==> src/hw/axi_pkg.sv <==
package axi_pkg;

   // bus geometry
   localparam int ADDR_W = 32;
   localparam int DATA_W = 64;
   localparam int STRB_W = 8;      // one strobe bit per byte lane

   // on-chip sram size, counted in 8-byte words
   localparam int MEM_WORDS = 1024;
   localparam int MEM_AW    = 10;  // word index bits

   typedef enum logic [1:0] {
      BURST_FIXED = 2'b00,
      BURST_INCR  = 2'b01,
      BURST_WRAP  = 2'b10         // not supported by the sram
   } burst_e;

   typedef enum logic [1:0] {
      RESP_OKAY   = 2'b00,
      RESP_SLVERR = 2'b10
   } resp_e;

   // read grant owner in the arbiter
   typedef enum logic [1:0] {
      ARB_IDLE = 2'b00,
      ARB_IFU  = 2'b01,
      ARB_MEM  = 2'b10
   } arb_state_e;

   typedef struct packed {
      logic [ADDR_W-1:0] addr;
      logic [7:0]        len;    // beats minus one
      logic [2:0]        size;   // always 3 here
      burst_e            burst;
   } ar_req_t;

   typedef struct packed {
      logic [ADDR_W-1:0] addr;
      logic [7:0]        len;
      logic [2:0]        size;
      burst_e            burst;
   } aw_req_t;

   typedef struct packed {
      logic [DATA_W-1:0] data;
      resp_e             resp;
      logic              last;
   } r_beat_t;

   typedef struct packed {
      logic [DATA_W-1:0] data;
      logic [STRB_W-1:0] strb;
      logic              last;
   } w_beat_t;

   typedef struct packed {
      resp_e resp;
   } b_resp_t;

endpackage

==> src/hw/axi_arbiter.sv <==
module axi_arbiter (
   input  logic              clk,
   input  logic              rst,

   // fetch port, read only
   input  axi_pkg::ar_req_t  ifu_ar,
   input  logic              ifu_ar_valid,
   output logic              ifu_ar_ready,
   output axi_pkg::r_beat_t  ifu_r,
   output logic              ifu_r_valid,
   input  logic              ifu_r_ready,

   // data port
   input  axi_pkg::ar_req_t  mem_ar,
   input  logic              mem_ar_valid,
   output logic              mem_ar_ready,
   output axi_pkg::r_beat_t  mem_r,
   output logic              mem_r_valid,
   input  logic              mem_r_ready,
   input  axi_pkg::aw_req_t  mem_aw,
   input  logic              mem_aw_valid,
   output logic              mem_aw_ready,
   input  axi_pkg::w_beat_t  mem_w,
   input  logic              mem_w_valid,
   output logic              mem_w_ready,
   output axi_pkg::b_resp_t  mem_b,
   output logic              mem_b_valid,
   input  logic              mem_b_ready,

   // shared bus toward the sram
   output axi_pkg::ar_req_t  bus_ar,
   output logic              bus_ar_valid,
   input  logic              bus_ar_ready,
   input  axi_pkg::r_beat_t  bus_r,
   input  logic              bus_r_valid,
   output logic              bus_r_ready,
   output axi_pkg::aw_req_t  bus_aw,
   output logic              bus_aw_valid,
   input  logic              bus_aw_ready,
   output axi_pkg::w_beat_t  bus_w,
   output logic              bus_w_valid,
   input  logic              bus_w_ready,
   input  axi_pkg::b_resp_t  bus_b,
   input  logic              bus_b_valid,
   output logic              bus_b_ready
);

   axi_pkg::arb_state_e state;      // current read owner
   axi_pkg::arb_state_e state_nxt;
   logic                ar_sent;    // owner's AR already went out
   logic                r_done;     // final beat handed over

   assign r_done = bus_r_valid & bus_r_ready & bus_r.last;

   // grant selection
   always_comb begin
      state_nxt = state;
      case (state)
         axi_pkg::ARB_IDLE: begin
            if (ifu_ar_valid) begin
               state_nxt = axi_pkg::ARB_IFU;    // fetch wins ties
            end else if (mem_ar_valid) begin
               state_nxt = axi_pkg::ARB_MEM;
            end
         end
         axi_pkg::ARB_IFU,
         axi_pkg::ARB_MEM: begin
            if (r_done) begin
               state_nxt = axi_pkg::ARB_IDLE;   // release after last beat
            end
         end
         default: begin
            state_nxt = axi_pkg::ARB_IDLE;
         end
      endcase
   end

   always_ff @(posedge clk) begin
      if (rst) begin
         state <= axi_pkg::ARB_IDLE;
      end else begin
         state <= state_nxt;
      end
   end

   // owner may keep valid up after its AR was taken
   always_ff @(posedge clk) begin
      if (rst) begin
         ar_sent <= 1'b0;
      end else if (state == axi_pkg::ARB_IDLE) begin
         ar_sent <= 1'b0;
      end else if (bus_ar_valid && bus_ar_ready) begin
         ar_sent <= 1'b1;
      end
   end

   // read routing, everything zero unless granted
   always_comb begin
      bus_ar       = '0;
      bus_ar_valid = 1'b0;
      bus_r_ready  = 1'b0;
      ifu_ar_ready = 1'b0;
      ifu_r        = '0;
      ifu_r_valid  = 1'b0;
      mem_ar_ready = 1'b0;
      mem_r        = '0;
      mem_r_valid  = 1'b0;
      case (state)
         axi_pkg::ARB_IFU: begin
            bus_ar       = ifu_ar;
            bus_ar_valid = ifu_ar_valid & ~ar_sent;
            ifu_ar_ready = bus_ar_ready & ~ar_sent;
            ifu_r        = bus_r;
            ifu_r_valid  = bus_r_valid;
            bus_r_ready  = ifu_r_ready;  // owner stall holds the sram
         end
         axi_pkg::ARB_MEM: begin
            bus_ar       = mem_ar;
            bus_ar_valid = mem_ar_valid & ~ar_sent;
            mem_ar_ready = bus_ar_ready & ~ar_sent;
            mem_r        = bus_r;
            mem_r_valid  = bus_r_valid;
            bus_r_ready  = mem_r_ready;
         end
         default: begin
         end
      endcase
   end

   // writes only come from the data port
   assign bus_aw       = mem_aw;
   assign bus_aw_valid = mem_aw_valid;
   assign mem_aw_ready = bus_aw_ready;
   assign bus_w        = mem_w;
   assign bus_w_valid  = mem_w_valid;
   assign mem_w_ready  = bus_w_ready;
   assign mem_b        = bus_b;
   assign mem_b_valid  = bus_b_valid;
   assign bus_b_ready  = mem_b_ready;

endmodule

==> config.mk <==
export PLATFORM = sky130hd
export DESIGN_NAME = axi_arbiter
export DESIGN_NICKNAME = d
export VERILOG_FILES = /design/src/hw/axi_pkg.sv /design/src/hw/axi_arbiter.sv
export SDC_FILE = /design/constraint.sdc
export NUM_CORES = 1
export LEC_CHECK = 0
export BUFFER_PORTS_ARGS = -buffer_cell sky130_fd_sc_hd__buf_4
export CORE_AREA = 4 4 235 237
export DETAILED_ROUTE_END_ITERATION = 12
export DIE_AREA = 0 0 239 241
export PLACE_DENSITY = 0.3
export SLEW_MARGIN = 0
export SYNTH_ARGS = -nofsm -noshare
export SYNTH_HDL_FRONTEND = slang
export SYNTH_SLANG_ARGS = --single-unit
==> constraint.sdc <==
create_clock -name clk -period 1.7 [get_ports clk]
set_input_delay 0 -clock clk [delete_from_list [all_inputs] [get_ports clk]]
set_output_delay 0 -clock clk [all_outputs]
set_load 0.01 [all_outputs]
# Word-level counts from Yosys, hierarchy flattened

Index checks and enable logic that the tools add are counted.

Register bits after elaboration: 3
Input bits: 291
Output and inout bits: 311
Logic and storage cells: 30

Equal/unequal tests: 4
Muxes and demuxes: 13
Bitwise gates (word level): 6
Reduce and logical (&&, ||, !) cells: 5

Operators by type and width:

| operator           | count |
|---|---|
| $mux 67            | 2 |
| $pmux 45 s2        | 1 |
| $mux 2             | 3 |
| $and 1x1->1        | 5 |
| $mux 1             | 4 |
| $pmux 1 s2         | 2 |
| $pmux 2 s2         | 1 |
| $reduce_or 2->1    | 2 |
| $ne 3x3->1 const B | 1 |
| $eq 2x1->1 const B | 1 |
| $eq 2x2->1 const B | 1 |
| $logic_not 2->1    | 1 |
| $ne 2x2->1 const B | 1 |
| $reduce_and 2->1   | 1 |
| $logic_and 1x1->1  | 1 |
| $not 1->1          | 1 |

# Logic depth before layout (Yosys ltp)

Gate-level depths: netlist (run 1).

Depth after elaboration: 6
Mapped depth: 7
Depth with buffers taken out: 5

# Worst setup path after synthesis (run 1)

OpenSTA, ideal clock, no wires.

Path kind: register to register
Start: reg state[1]
End: reg state[1]
Setup time: 119 ps
Arrival time: 1206 ps
Required time: 1581 ps
Setup slack: 375 ps
Cell stages (with the launch flop): 6
Buffers on the path: 0
Period minus slack after synthesis: 1325 ps
Path through: dfxtp_1 > inv_1 > ha_1 > a21boi_0 > a221oi_2 > o221a_1

Word-level cells in the longest chain between the ends: 6
Elaborated cells between the ends (all ways): 11
Classes of those cells: eq/ne: 4; mux: 2; bitwise: 2; reduce/logical: 3

Ends and longest elaborated chain:

| element                                         | RTL line                              | RTL |
|---|---|---|
| start, declared                                 | axi_arbiter.sv:48                     | `axi_pkg::arb_state_e state;` |
| start signal, assigned                          | axi_arbiter.sv:80                     | `state <= axi_pkg::ARB_IDLE;` |
| start signal, assigned                          | axi_arbiter.sv:82                     | `state <= state_nxt;` |
| $eq 2x2->1 / $eq 2x1->1 (equally long branches) | axi_arbiter.sv:58, axi_arbiter.sv:108 |  |
| $pmux 1 s2                                      | axi_arbiter.sv:108                    | `case (state)` |
| $and 1x1->1 (2 in a row)                        | axi_arbiter.sv:53                     | `assign r_done = bus_r_valid & bus_r_ready & bus_r.last;` |
| $ne 2x2->1 (no line)                            | --                                    |  |
| $reduce_and 2->1 (no line)                      | --                                    |  |

Parallel ways exist; a longest one is shown, timed or not.
A chain may end at the register's enable or synchronous reset.

==> run summary, run 1 <==
========================================================================================================
Overflow left after global routing ........................................................            0
Cells along the critical path ............................................................. inv_2 -> buf_4 -> ha_4 -> buf_12 -> buf_16 -> a22oi_1 -> nor2_1 -> buf_4
Core region area ..........................................................................    53300 µm²
Highest net fanout along the worst path ...................................................           24
GRT Util Overall ..........................................................................        4.86%
Clock sink count ..........................................................................            3
Initial standard-cell utilization of the core .............................................        5.11%
Clock buffer count from CTS ...............................................................            3
Pin count of the biggest net entering global routing ......................................           66
FF+latch count, synth .....................................................................            3
Clk Latency, worst-skew pair ..............................................................      0.22 ns
Slowest CP cell ...........................................................................      dfxtp_2
PortBufs ..................................................................................          349
Final Hold Viols ..........................................................................            0
Post-CTS clock slew at the launch and capture registers of the worst setup and hold paths .      0.03 ns
Library cell with the highest instance count after synthesis ..............................       and2_1
Portion of the post-synthesis area used by sequential elements ............................        2.21%
Peak clock frequency supported by timing ..................................................      614 MHz
Cell repeated most along the worst path ...................................................        buf_4
Via count of the first global-routing pass ................................................         3490
Number of H-tree levels ...................................................................            1
Worst vdd rail ir drop ....................................................................   0.000611 V
Ys async rst share ........................................................................           0%
Number of enable flip-flop cells after synthesis ..........................................            0
Kind of cell with the highest combined delay on the critical path ......................... buffers and inverters
Min Tclk post-route .......................................................................      1.63 ns
Synth-to-Final Area Change ................................................................         104%
Max-Slew Margin vs Limit ..................................................................        81.6%
Iter 0 DRT Violations .....................................................................          105
Post-synth cell types .....................................................................           25
Final hold slack .......................................................................... 0.00000392 ns
Floorplan die width .......................................................................       239 µm
Gp weighted congestion ....................................................................        0.660
Leading register cell type out of synthesis ...............................................      dfxtp_1
Clock root buffer .........................................................................    clkbuf_16
Share of cells above drive strength 1 .....................................................        62.5%
Worst EP arrival ..........................................................................      1.63 ns
Required time at the endpoint of the critical path ........................................      1.70 ns
Initial antenna violation count ...........................................................            0
Number of warnings issued by yosys ........................................................            0
Fill cell instance count of the final layout ..............................................         6263
Boundary pin count ........................................................................          602
Die Y .....................................................................................       241 µm
Remaining routing DRC violations ..........................................................            0
Number of maximum-capacitance violations ..................................................            0
Power per cell area .......................................................................   935 nW/µm²
Peak per-stage delay on the critical path .................................................      0.32 ns
Final HPWL DP .............................................................................     14000 µm
Ranking of synthesized cells by area ...................................................... buf_4 36%, and2_1 31%, a22oi_1 12%, nor2_1 6.3%, clkbuf_1 2.5%
Nets in the synthesized netlist ...........................................................          707
Setup repair after global routing missed its margin .......................................         true
Clock tree from TritonCTS .................................................................          yes
Number of detailed-routing iterations run before antenna repair ...........................            4
Cells after synthesis .....................................................................          413
Static Leakage ............................................................................      2.58 nW
Wire length of the first global-routing pass ..............................................     21600 µm
CP bufs+invs ..............................................................................            5
Final setup violation count ...............................................................            0
Syn avg cell area .........................................................................     6.59 µm²
Site Rows .................................................................................           85
Startpoint class of the critical path .....................................................         flop
Final worst clock skew ....................................................................  0.000786 ns
ANT nets after route ......................................................................            0
Full die area .............................................................................    57600 µm²
Type of the worst min-delay path ..........................................................    in -> out
Max-slew violations .......................................................................            0
Type of the worst setup path ..............................................................   reg -> out
Area share of the leading cell type in the synthesized netlist ............................        35.8%
Top cell type by total area after synthesis ...............................................        buf_4
Vias ......................................................................................         3475
Category of the worst setup path capture point ............................................  output port
Result of the run ......................................................................... complete, no violations
Routed len/inst ...........................................................................      13.3 µm
Combined area of all synthesized cells ....................................................     2720 µm²
Final wirelength ..........................................................................     17500 µm
Commonest cells in the synthesized netlist ................................................ 136 x and2_1, 130 x buf_4, 46 x nor2_1, 45 x a22oi_1, 18 x clkbuf_1
Transition time of the tightest slew-check pin ............................................     0.275 ns
Final worst path period share .............................................................        95.8%
Vias per cell .............................................................................         2.63
Total power draw ..........................................................................      5.20 mW
Clock tree buffer depth ...................................................................            2
Final layout net count ....................................................................          919
Number of antenna repair diodes ...........................................................            0
========================================================================================================
layer usage:
layer | global-route usage, % | routed length (µm)
met1 | 4.45 | 5340
met2 | 8.88 | 8910
met4 | 3.80 | 1320
met5 | 0 | 0
met3 | 1.59 | 1930
final cells by class:
class,instances,area (µm²),area share [%]
Clock buffer,4,78.8,1.42
Inverter,6,25.0,0.450
Multi-Input combinational cell,247,1660,29.8
Sequential cell,3,61.3,1.10
Tap cell,696,871,15.7
Timing Repair Buffer,364,2870,51.6
repair_timing:
| action | 4_1_cts | 5_1_grt |
|---|---|---|
| hold endpoints to repair | 1 | 0 |
| gates cloned | 0 | 4 |
| endpoints found under the setup margin | 40 | 39 |
| setup buffers | 0 | 3 |
| gates resized for setup | 5 | 17 |
| pin swaps | 0 | 2 |
| hold buffers | 1 | 0 |
sequential cells by signal (all words and copies together), names as in the netlist:
signal,cells
ar_sent,1
state,2
power by group:
group	switching (mW)	leakage [nW]	internal [mW]	total, mW
sequential	0.0106	0.0249	0.0939	0.105
clock	0.0616	0.0382	0.309	0.371
combinational	2.38	2.51	2.34	4.73
total	2.46	2.58	2.74	5.20
cells by family (layout without fill, tap and decap cells):
group	count (synthesis)	in the layout	share of synthesized area, %
AO/OA/AOI/OAI	53	53	15.7
adder cells (fa/ha/maj)	3	3	1.38
buffers and inverters	163	374	41.0
flip-flops	3	3	2.21
multiplexers	1	1	0.368
AND/OR/NAND/NOR	190	190	39.3
cell usage in the layout (no fill, tap or decap), types with 2 or more instances in the layout:
master     Yosys  layout
buf_6          1       2
and2_1       136     136
a22oi_1       45      30
buf_16         0       2
clkbuf_16      0       5
nor2_1        46      46
buf_12         0       4
dfxtp_1        3       2
ha_4           0       3
and3_1         2       2
buf_4        130     353
inv_1          6       4
a22oi_2        0      15
nor3_1         2       2
stage by stage:
| stage | instances | worst slack (ns) | util, % | TNS (ns) | cell area [µm²] |
|---|---|---|---|---|---|
| after floorplan | 413 | 0.375 | - | 0 | 2720 |
| after global placement | 1308 | 0.194 | 9.87 | 0 | 5260 |
| after detailed placement | 1308 | 0.175 | 9.87 | 0 | 5260 |
| after CTS | 1313 | -0.00227 | 10.1 | -0.00227 | 5370 |
| after global routing | 1320 | -0.0134 | 10.4 | -0.0273 | 5560 |
| final | 1320 | 0.0707 | 10.4 | 0 | 5560 |
final timing paths:
path / slack, ns / endpoint / depth (start not counted) / start
max: 0.07 / bus_ar[37] / 8 / state[0]
min: 0.000004 / bus_w[29] / 0 / mem_w[29]
max reg2reg: 0.22 / state[1] / 7 / state[0]
min reg2reg: 0.62 / ar_sent / 3 / state[0]
Note: power is estimated with default switching activity, not from simulation.
==> run 2, diff against run 1 <==
- ABC_AREA: default -> 1
- CORE_AREA: 4 4 235 237 -> 4 4 230 232
- DIE_AREA: 0 0 239 241 -> 0 0 234 236
- HOLD_SLACK_MARGIN: default -> 0.1
==> run 2 against run 1 <==
First-iteration DRC count rose by 42%. Via count rose by 31%. Power up 11%. Fmax rose by 1.9%. Critical path type unchanged. Largest power group unchanged.
==> run summary, run 2 <==
========================================================================================================
Clock root buffer .........................................................................    clkbuf_16
Largest registers ......................................................................... state x2, ar_sent x1
Switching share of total power ............................................................        50.4%
ANT nets after route ......................................................................            0
Worst EP arrival ..........................................................................      1.60 ns
Number of H-tree levels ...................................................................            1
Vias per cell .............................................................................         2.80
Cell count of the worst reg-to-reg path ...................................................           10
Syn avg cell area .........................................................................     4.96 µm²
Remaining routing DRC violations ..........................................................            0
Highest net fanout along the worst path ...................................................           45
Initial antenna violation count ...........................................................            4
Clock tree from TritonCTS .................................................................          yes
Routed len/inst ...........................................................................      12.3 µm
Post-CTS clock slew at the launch and capture registers of the worst setup and hold paths .      0.03 ns
Combined area of all synthesized cells ....................................................     2990 µm²
Cell internal pwr .........................................................................      2.87 mW
Ys async rst share ........................................................................           0%
Final HPWL DP .............................................................................     15300 µm
CP bufs+invs ..............................................................................            3
Type of the worst setup path ..............................................................   reg -> out
Final layout net count ....................................................................         1239
Site Rows .................................................................................           83
Pin count of the biggest net entering global routing ......................................           59
Flip-flop count of the largest register, all copies and words added .......................            2
Clock network fraction of total power .....................................................         6.4%
Full die area .............................................................................    55200 µm²
Final worst path period share .............................................................        94.1%
Number of detailed-routing iterations run before antenna repair ...........................            4
Vias ......................................................................................         4552
Die Y .....................................................................................       236 µm
Final setup violation count ...............................................................            0
Wire length of the first global-routing pass ..............................................     26200 µm
Static Leakage ............................................................................      4.15 nW
Max-Slew Margin vs Limit ..................................................................        79.1%
Worst vdd rail ir drop ....................................................................   0.000732 V
Synth-to-Final Area Change ................................................................         133%
Final Hold Viols ..........................................................................            0
Power share of the sequential group .......................................................         1.9%
Startpoint class of the critical path .....................................................         flop
Power per cell area .......................................................................   832 nW/µm²
Gp weighted congestion ....................................................................        0.711
Clock tree buffer depth ...................................................................            2
Number of cells on the worst hold path ....................................................            5
Required time at the endpoint of the critical path ........................................      1.70 ns
Commonest cells in the synthesized netlist ................................................ 236 x nand2_1, 143 x buf_4, 143 x inv_1, 48 x a21oi_1, 11 x buf_2
Final core occ ............................................................................        13.6%
FF+latch count, synth .....................................................................            3
Iter 0 DRT Violations .....................................................................          149
Area share of the leading cell type in the synthesized netlist ............................        35.9%
Nets in the synthesized netlist ...........................................................          896
Category of the worst setup path capture point ............................................  output port
GRT Util Overall ..........................................................................        6.01%
Transition time of the tightest slew-check pin ............................................     0.314 ns
Number of enable flip-flop cells after synthesis ..........................................            0
Top cell type by total area after synthesis ...............................................        buf_4
Top library cells by usage in the layout, fill and taps aside ............................. 358 x buf_4, 236 x nand2_1, 141 x inv_1, 129 x dlygate4sd3_1, 48 x a21oi_1
Switching power total .....................................................................      2.92 mW
Peak clock frequency supported by timing ..................................................      625 MHz
Clk Latency, worst-skew pair ..............................................................      0.22 ns
Ranking of synthesized cells by area ...................................................... buf_4 36%, nand2_1 30%, inv_1 18%, a21oi_1 8.0%, dfxtp_1 2.0%
Final worst clock skew ....................................................................   0.00147 ns
Number of cells on the critical path ......................................................            6
Overflow left after global routing ........................................................            0
Share of cells above drive strength 1 .....................................................        40.1%
Min Tclk post-route .......................................................................      1.60 ns
PortBufs ..................................................................................          349
Leading register cell type out of synthesis ...............................................      dfxtp_1
Type of the worst min-delay path ..........................................................    in -> reg
Boundary pin count ........................................................................          602
Share of total power in combinational logic ...............................................        91.7%
Post-synth cell types .....................................................................           18
Result of the run ......................................................................... complete, no violations
Clock buffer count from CTS ...............................................................            3
Via count of the first global-routing pass ................................................         4524
Portion of the post-synthesis area used by sequential elements ............................        2.01%
Initial standard-cell utilization of the core .............................................        5.86%
Library cell with the highest instance count after synthesis ..............................      nand2_1
Cells along the critical path ............................................................. inv_1 -> ha_4 -> buf_16 -> nand2_1 -> a21oi_1 -> buf_4
Most common cell after layout, fill and taps aside ........................................        buf_4
Slowest CP cell ...........................................................................      dfxtp_1
Core region area ..........................................................................    51000 µm²
Clock sink count ..........................................................................            3
Total power draw ..........................................................................      5.79 mW
Peak per-stage delay on the critical path .................................................      0.30 ns
Final wirelength ..........................................................................     20000 µm
Kind of cell with the highest combined delay on the critical path ......................... buffers and inverters
Floorplan die width .......................................................................       234 µm
Cells after synthesis .....................................................................          602
Most flops, register ......................................................................        state
Number of maximum-capacitance violations ..................................................            0
Max-slew violations .......................................................................            0
Number of warnings issued by yosys ........................................................            0
========================================================================================================
## run 2: cell types whose count changed after synthesis, sizes merged, moves of 2 or more
| cell | change |
|---|---|
| nand2 | +238 |
| inv | +137 |
| and2 | -136 |
| a21oi | +49 |
| a22oi | -46 |
| nor2 | -45 |
| buf | +17 |
| clkbuf | -17 |
| nor3 | -2 |
## run 2: per-stage QoR
step / instances / hold WS [ns] / setup WS (ns) / area (µm²) / setup TNS, ns
floorplan: 602 / 0.0624 / 0.430 / 2990 / 0
global placement: 1486 / 0.0000686 / 0.206 / 5510 / 0
detailed placement: 1486 / 0.0000686 / 0.172 / 5510 / 0
CTS: 1619 / 0.194 / 0.0417 / 6880 / 0
global route: 1627 / 0.226 / -0.00285 / 6960 / -0.00285
finish: 1627 / 0.192 / 0.101 / 6960 / 0
## run 2: cell type report
cell class              instances  area [µm²]
clock buffers                   4        78.8
repair buffers                495        4150
flip-flops and latches          3        60.1
diodes                          3        7.51
fillers                      5919       44000
inverters                     143         537
well taps                     680         851
multi-input cells             299        1270
## run 2: worst paths after layout
kind / end / slack (ns) / from
min: ar_sent / 0.19 / mem_ar_valid
max: bus_ar[4] / 0.10 / state[0]
max reg2reg: state[0] / 0.31 / state[1]
min reg2reg: ar_sent / 0.53 / ar_sent
## run 2: cells by family (layout without fill, tap and decap cells)
logic type	count (synthesis)	after routing	share of synthesized area (%)
AND/OR/NAND/NOR	246	246	31.6
other	0	3	0
AO/OA/AOI/OAI	50	50	8.50
adder cells (fa/ha/maj)	3	3	1.26
buffers and inverters	300	642	56.6
flip-flops	3	3	2.01
## run 2: worst min-delay path, stage by stage
cell and delay [ns]:
buf_4 0.11, nand2_1 0.05, o21ai_1 0.07, nand4_1 0.07
a21oi_1 0.06
## run 2: power groups by stage
stage          clock network [mW]  registers, mW  logic (mW)
6_report                    0.370          0.108        5.31
4_1_cts                     0.379          0.105        5.15
3_5_place_dp                    0          0.106        4.78
5_1_grt                     0.386          0.112        5.82
2_1_floorplan                   0          0.103        2.70
3_3_place_gp                    0          0.107        4.86
## run 2: what timing repair did
item,4_1_cts,5_1_grt
gates resized for setup,1,3
pin swaps,0,2
setup buffers,0,4
setup endpoints to repair,41,41
hold buffers,129,0
hold endpoints to repair,129,0
gates cloned,0,1
## run 2: layer usage
metal	vias up	GRT usage [%]	routed length, µm
met5	-	0	0
met4	0	1.39	349
met3	16	0.773	1630
met2	290	12.1	10900
met1	1993	6.53	7050
li1	2253	-	-
==> run 3, diff against run 2 <==
- CORE_AREA: 4 4 230 232 -> 4 4 235 237
- DIE_AREA: 0 0 234 236 -> 0 0 239 241
- SKIP_LAST_GASP: default -> 1
- clock period: 1.7 -> 2 ns (I/O delays scaled with it)
==> run 3 against run 2 <==
Clock-buffer cell count unchanged. Global-route usage about the same. Worst hold slack worse by 0.038 ns. Combinational power down 20%. Sequential power down 9%. Final area down 1.7%. Critical path depth up 4. Clock skew about the same.
==> run summary, run 3 (same netlist as run 2, synthesis figures left out) <==
========================================================================================================
Result of the run ......................................................................... complete, no violations
Placed standard-cell area .................................................................     5450 µm²
Final worst clock skew ....................................................................   0.00113 ns
Startpoint class of the critical path .....................................................         flop
Number of H-tree levels ...................................................................            1
Clock tree from TritonCTS .................................................................          yes
Remaining routing DRC violations ..........................................................            0
Type of the worst setup path ..............................................................   reg -> reg
Gp weighted congestion ....................................................................        0.792
Min Tclk post-route .......................................................................      1.85 ns
Met3 GRT Util .............................................................................        1.11%
Post-CTS clock slew at the launch and capture registers of the worst setup and hold paths .      0.03 ns
Final wirelength ..........................................................................     21200 µm
Share of cells above drive strength 1 .....................................................        39.2%
Clock root buffer .........................................................................    clkbuf_16
Power per cell area .......................................................................   681 nW/µm²
Clock sink count ..........................................................................            3
Type of the worst min-delay path ..........................................................    in -> reg
Setup repair after global routing missed its margin .......................................        false
Number of maximum-capacitance violations ..................................................            0
Initial standard-cell utilization of the core .............................................        5.61%
Wire length of the first global-routing pass ..............................................     26800 µm
Routed len/inst ...........................................................................      13.0 µm
PortBufs ..................................................................................          349
Clk Latency, worst-skew pair ..............................................................      0.22 ns
Most common cell after layout, fill and taps aside ........................................        buf_4
Top library cells by usage in the layout, fill and taps aside ............................. 350 x buf_4, 236 x nand2_1, 143 x inv_1, 129 x dlygate4sd3_1, 48 x a21oi_1
Number of detailed-routing iterations run before antenna repair ...........................            4
Vias per cell .............................................................................         2.78
Smallest setup slack after layout .........................................................     0.149 ns
Worst vdd rail ir drop ....................................................................   0.000487 V
Initial antenna violation count ...........................................................            9
Vias ......................................................................................         4549
Site Rows .................................................................................           85
Clock tree buffer depth ...................................................................            2
Pin count of the biggest net entering global routing ......................................           64
Worst Setup Slack post-DPL ................................................................     0.496 ns
Static Leakage ............................................................................      4.08 nW
Die Y .....................................................................................       241 µm
ANT nets after route ......................................................................            0
Overflow left after global routing ........................................................            0
Peak clock frequency supported by timing ..................................................      540 MHz
Most flops, register ......................................................................        state
Iter 0 DRT Violations .....................................................................          116
Fin Setup TNS .............................................................................         0 ns
Flip-flop count of the largest register, all copies and words added .......................            2
Floorplan die width .......................................................................       239 µm
Clock buffer count from CTS ...............................................................            3
Highest net fanout along the worst path ...................................................           11
Via count of the first global-routing pass ................................................         4298
Final setup violation count ...............................................................            0
Core region area ..........................................................................    53300 µm²
Synth-to-Final Area Change ................................................................         129%
Gr busiest metal ..........................................................................         met2
Full die area .............................................................................    57600 µm²
Boundary pin count ........................................................................          602
Largest registers ......................................................................... state x2, ar_sent x1
Final layout net count ....................................................................         1228
Final Hold Viols ..........................................................................            0
Category of the worst setup path capture point ............................................         flop
Met2 Use GR ...............................................................................        11.3%
Final HPWL DP .............................................................................     16800 µm
Final instance area .......................................................................     6840 µm²
Final worst path period share .............................................................        92.6%
GRT Util Overall ..........................................................................        6.01%
Worst EP arrival ..........................................................................      1.95 ns
Transition time of the tightest slew-check pin ............................................     0.328 ns
Max-slew violations .......................................................................            0
Fill cell instance count of the final layout ..............................................         6212
Met1 Track Usage GR .......................................................................        6.51%
Required time at the endpoint of the critical path ........................................      2.10 ns
Max-Slew Margin vs Limit ..................................................................        78.1%
========================================================================================================
[run 3: changes by cell type in the layout (fill, tap and decap cells not counted), sizes merged]
cell    before  now
clkbuf       5    4
diode        3    6
buf        365  355
[run 3: critical path: stages (launching register included)]
cell	delay (ns)
dfxtp_2	0.33
inv_1	0.10
ha_4	0.27
nand2_2	0.08
nand2_1	0.06
nand2_1	0.06
nand2_2	0.09
nand2_1	0.07
nand2_1	0.07
a21oi_2	0.05
dlygate4sd3_1	0.55
[run 3: power by group]
group	switching, mW	internal, mW
combinational	2.37	1.87
sequential	0.0186	0.0800
clock	0.0504	0.263
total	2.44	2.22
[run 3: layout make-up]
| class | instances | area, µm² | area share [%] |
|---|---|---|---|
| multi-input combinational | 299 | 1260 | 18.4 |
| inverter | 143 | 537 | 7.84 |
| timing repair buffer | 484 | 4020 | 58.7 |
| tap | 696 | 871 | 12.7 |
| antenna | 6 | 15.0 | 0.219 |
| clock buffer | 4 | 78.8 | 1.15 |
| sequential | 3 | 61.3 | 0.896 |
[run 3: timing repair]
| action | 4_1_cts | 5_1_grt |
|---|---|---|
| setup endpoints to repair | 0 | 1 |
| setup buffers | 0 | 1 |
| hold endpoints to repair | 129 | 0 |
| hold buffers | 129 | 0 |
| gates resized for setup | 0 | 1 |
[run 3: final timing paths]
| check | start | endpoint | cells past startpoint | slack [ns] |
|---|---|---|---|---|
| worst max-delay path | state[0] | state[0] | 10 | 0.15 |
| worst min-delay path | ifu_ar_valid | state[1] | 6 | 0.15 |
| worst max register to register | state[0] | state[0] | 10 | 0.15 |
| worst min register to register | ar_sent | ar_sent | 2 | 0.53 |
[run 3: routing by layer]
| layer | routed length [µm] | up-vias |
|---|---|---|
| li1 | - | 2235 |
| met1 | 7080 | 2003 |
| met2 | 11500 | 287 |
| met3 | 1920 | 22 |
| met4 | 722 | 2 |
| met5 | 10 | - |
[run 3: through the flow]
step	hold WS, ns	utilization (%)	cells	power (mW)
floorplan	0.0624	-	602	2.38
global placement	0.0000686	10.2	1495	4.12
detailed placement	0.0000686	10.2	1495	4.07
CTS	0.158	12.8	1628	4.72
global route	0.209	12.8	1635	5.08
finish	0.154	12.8	1635	4.66
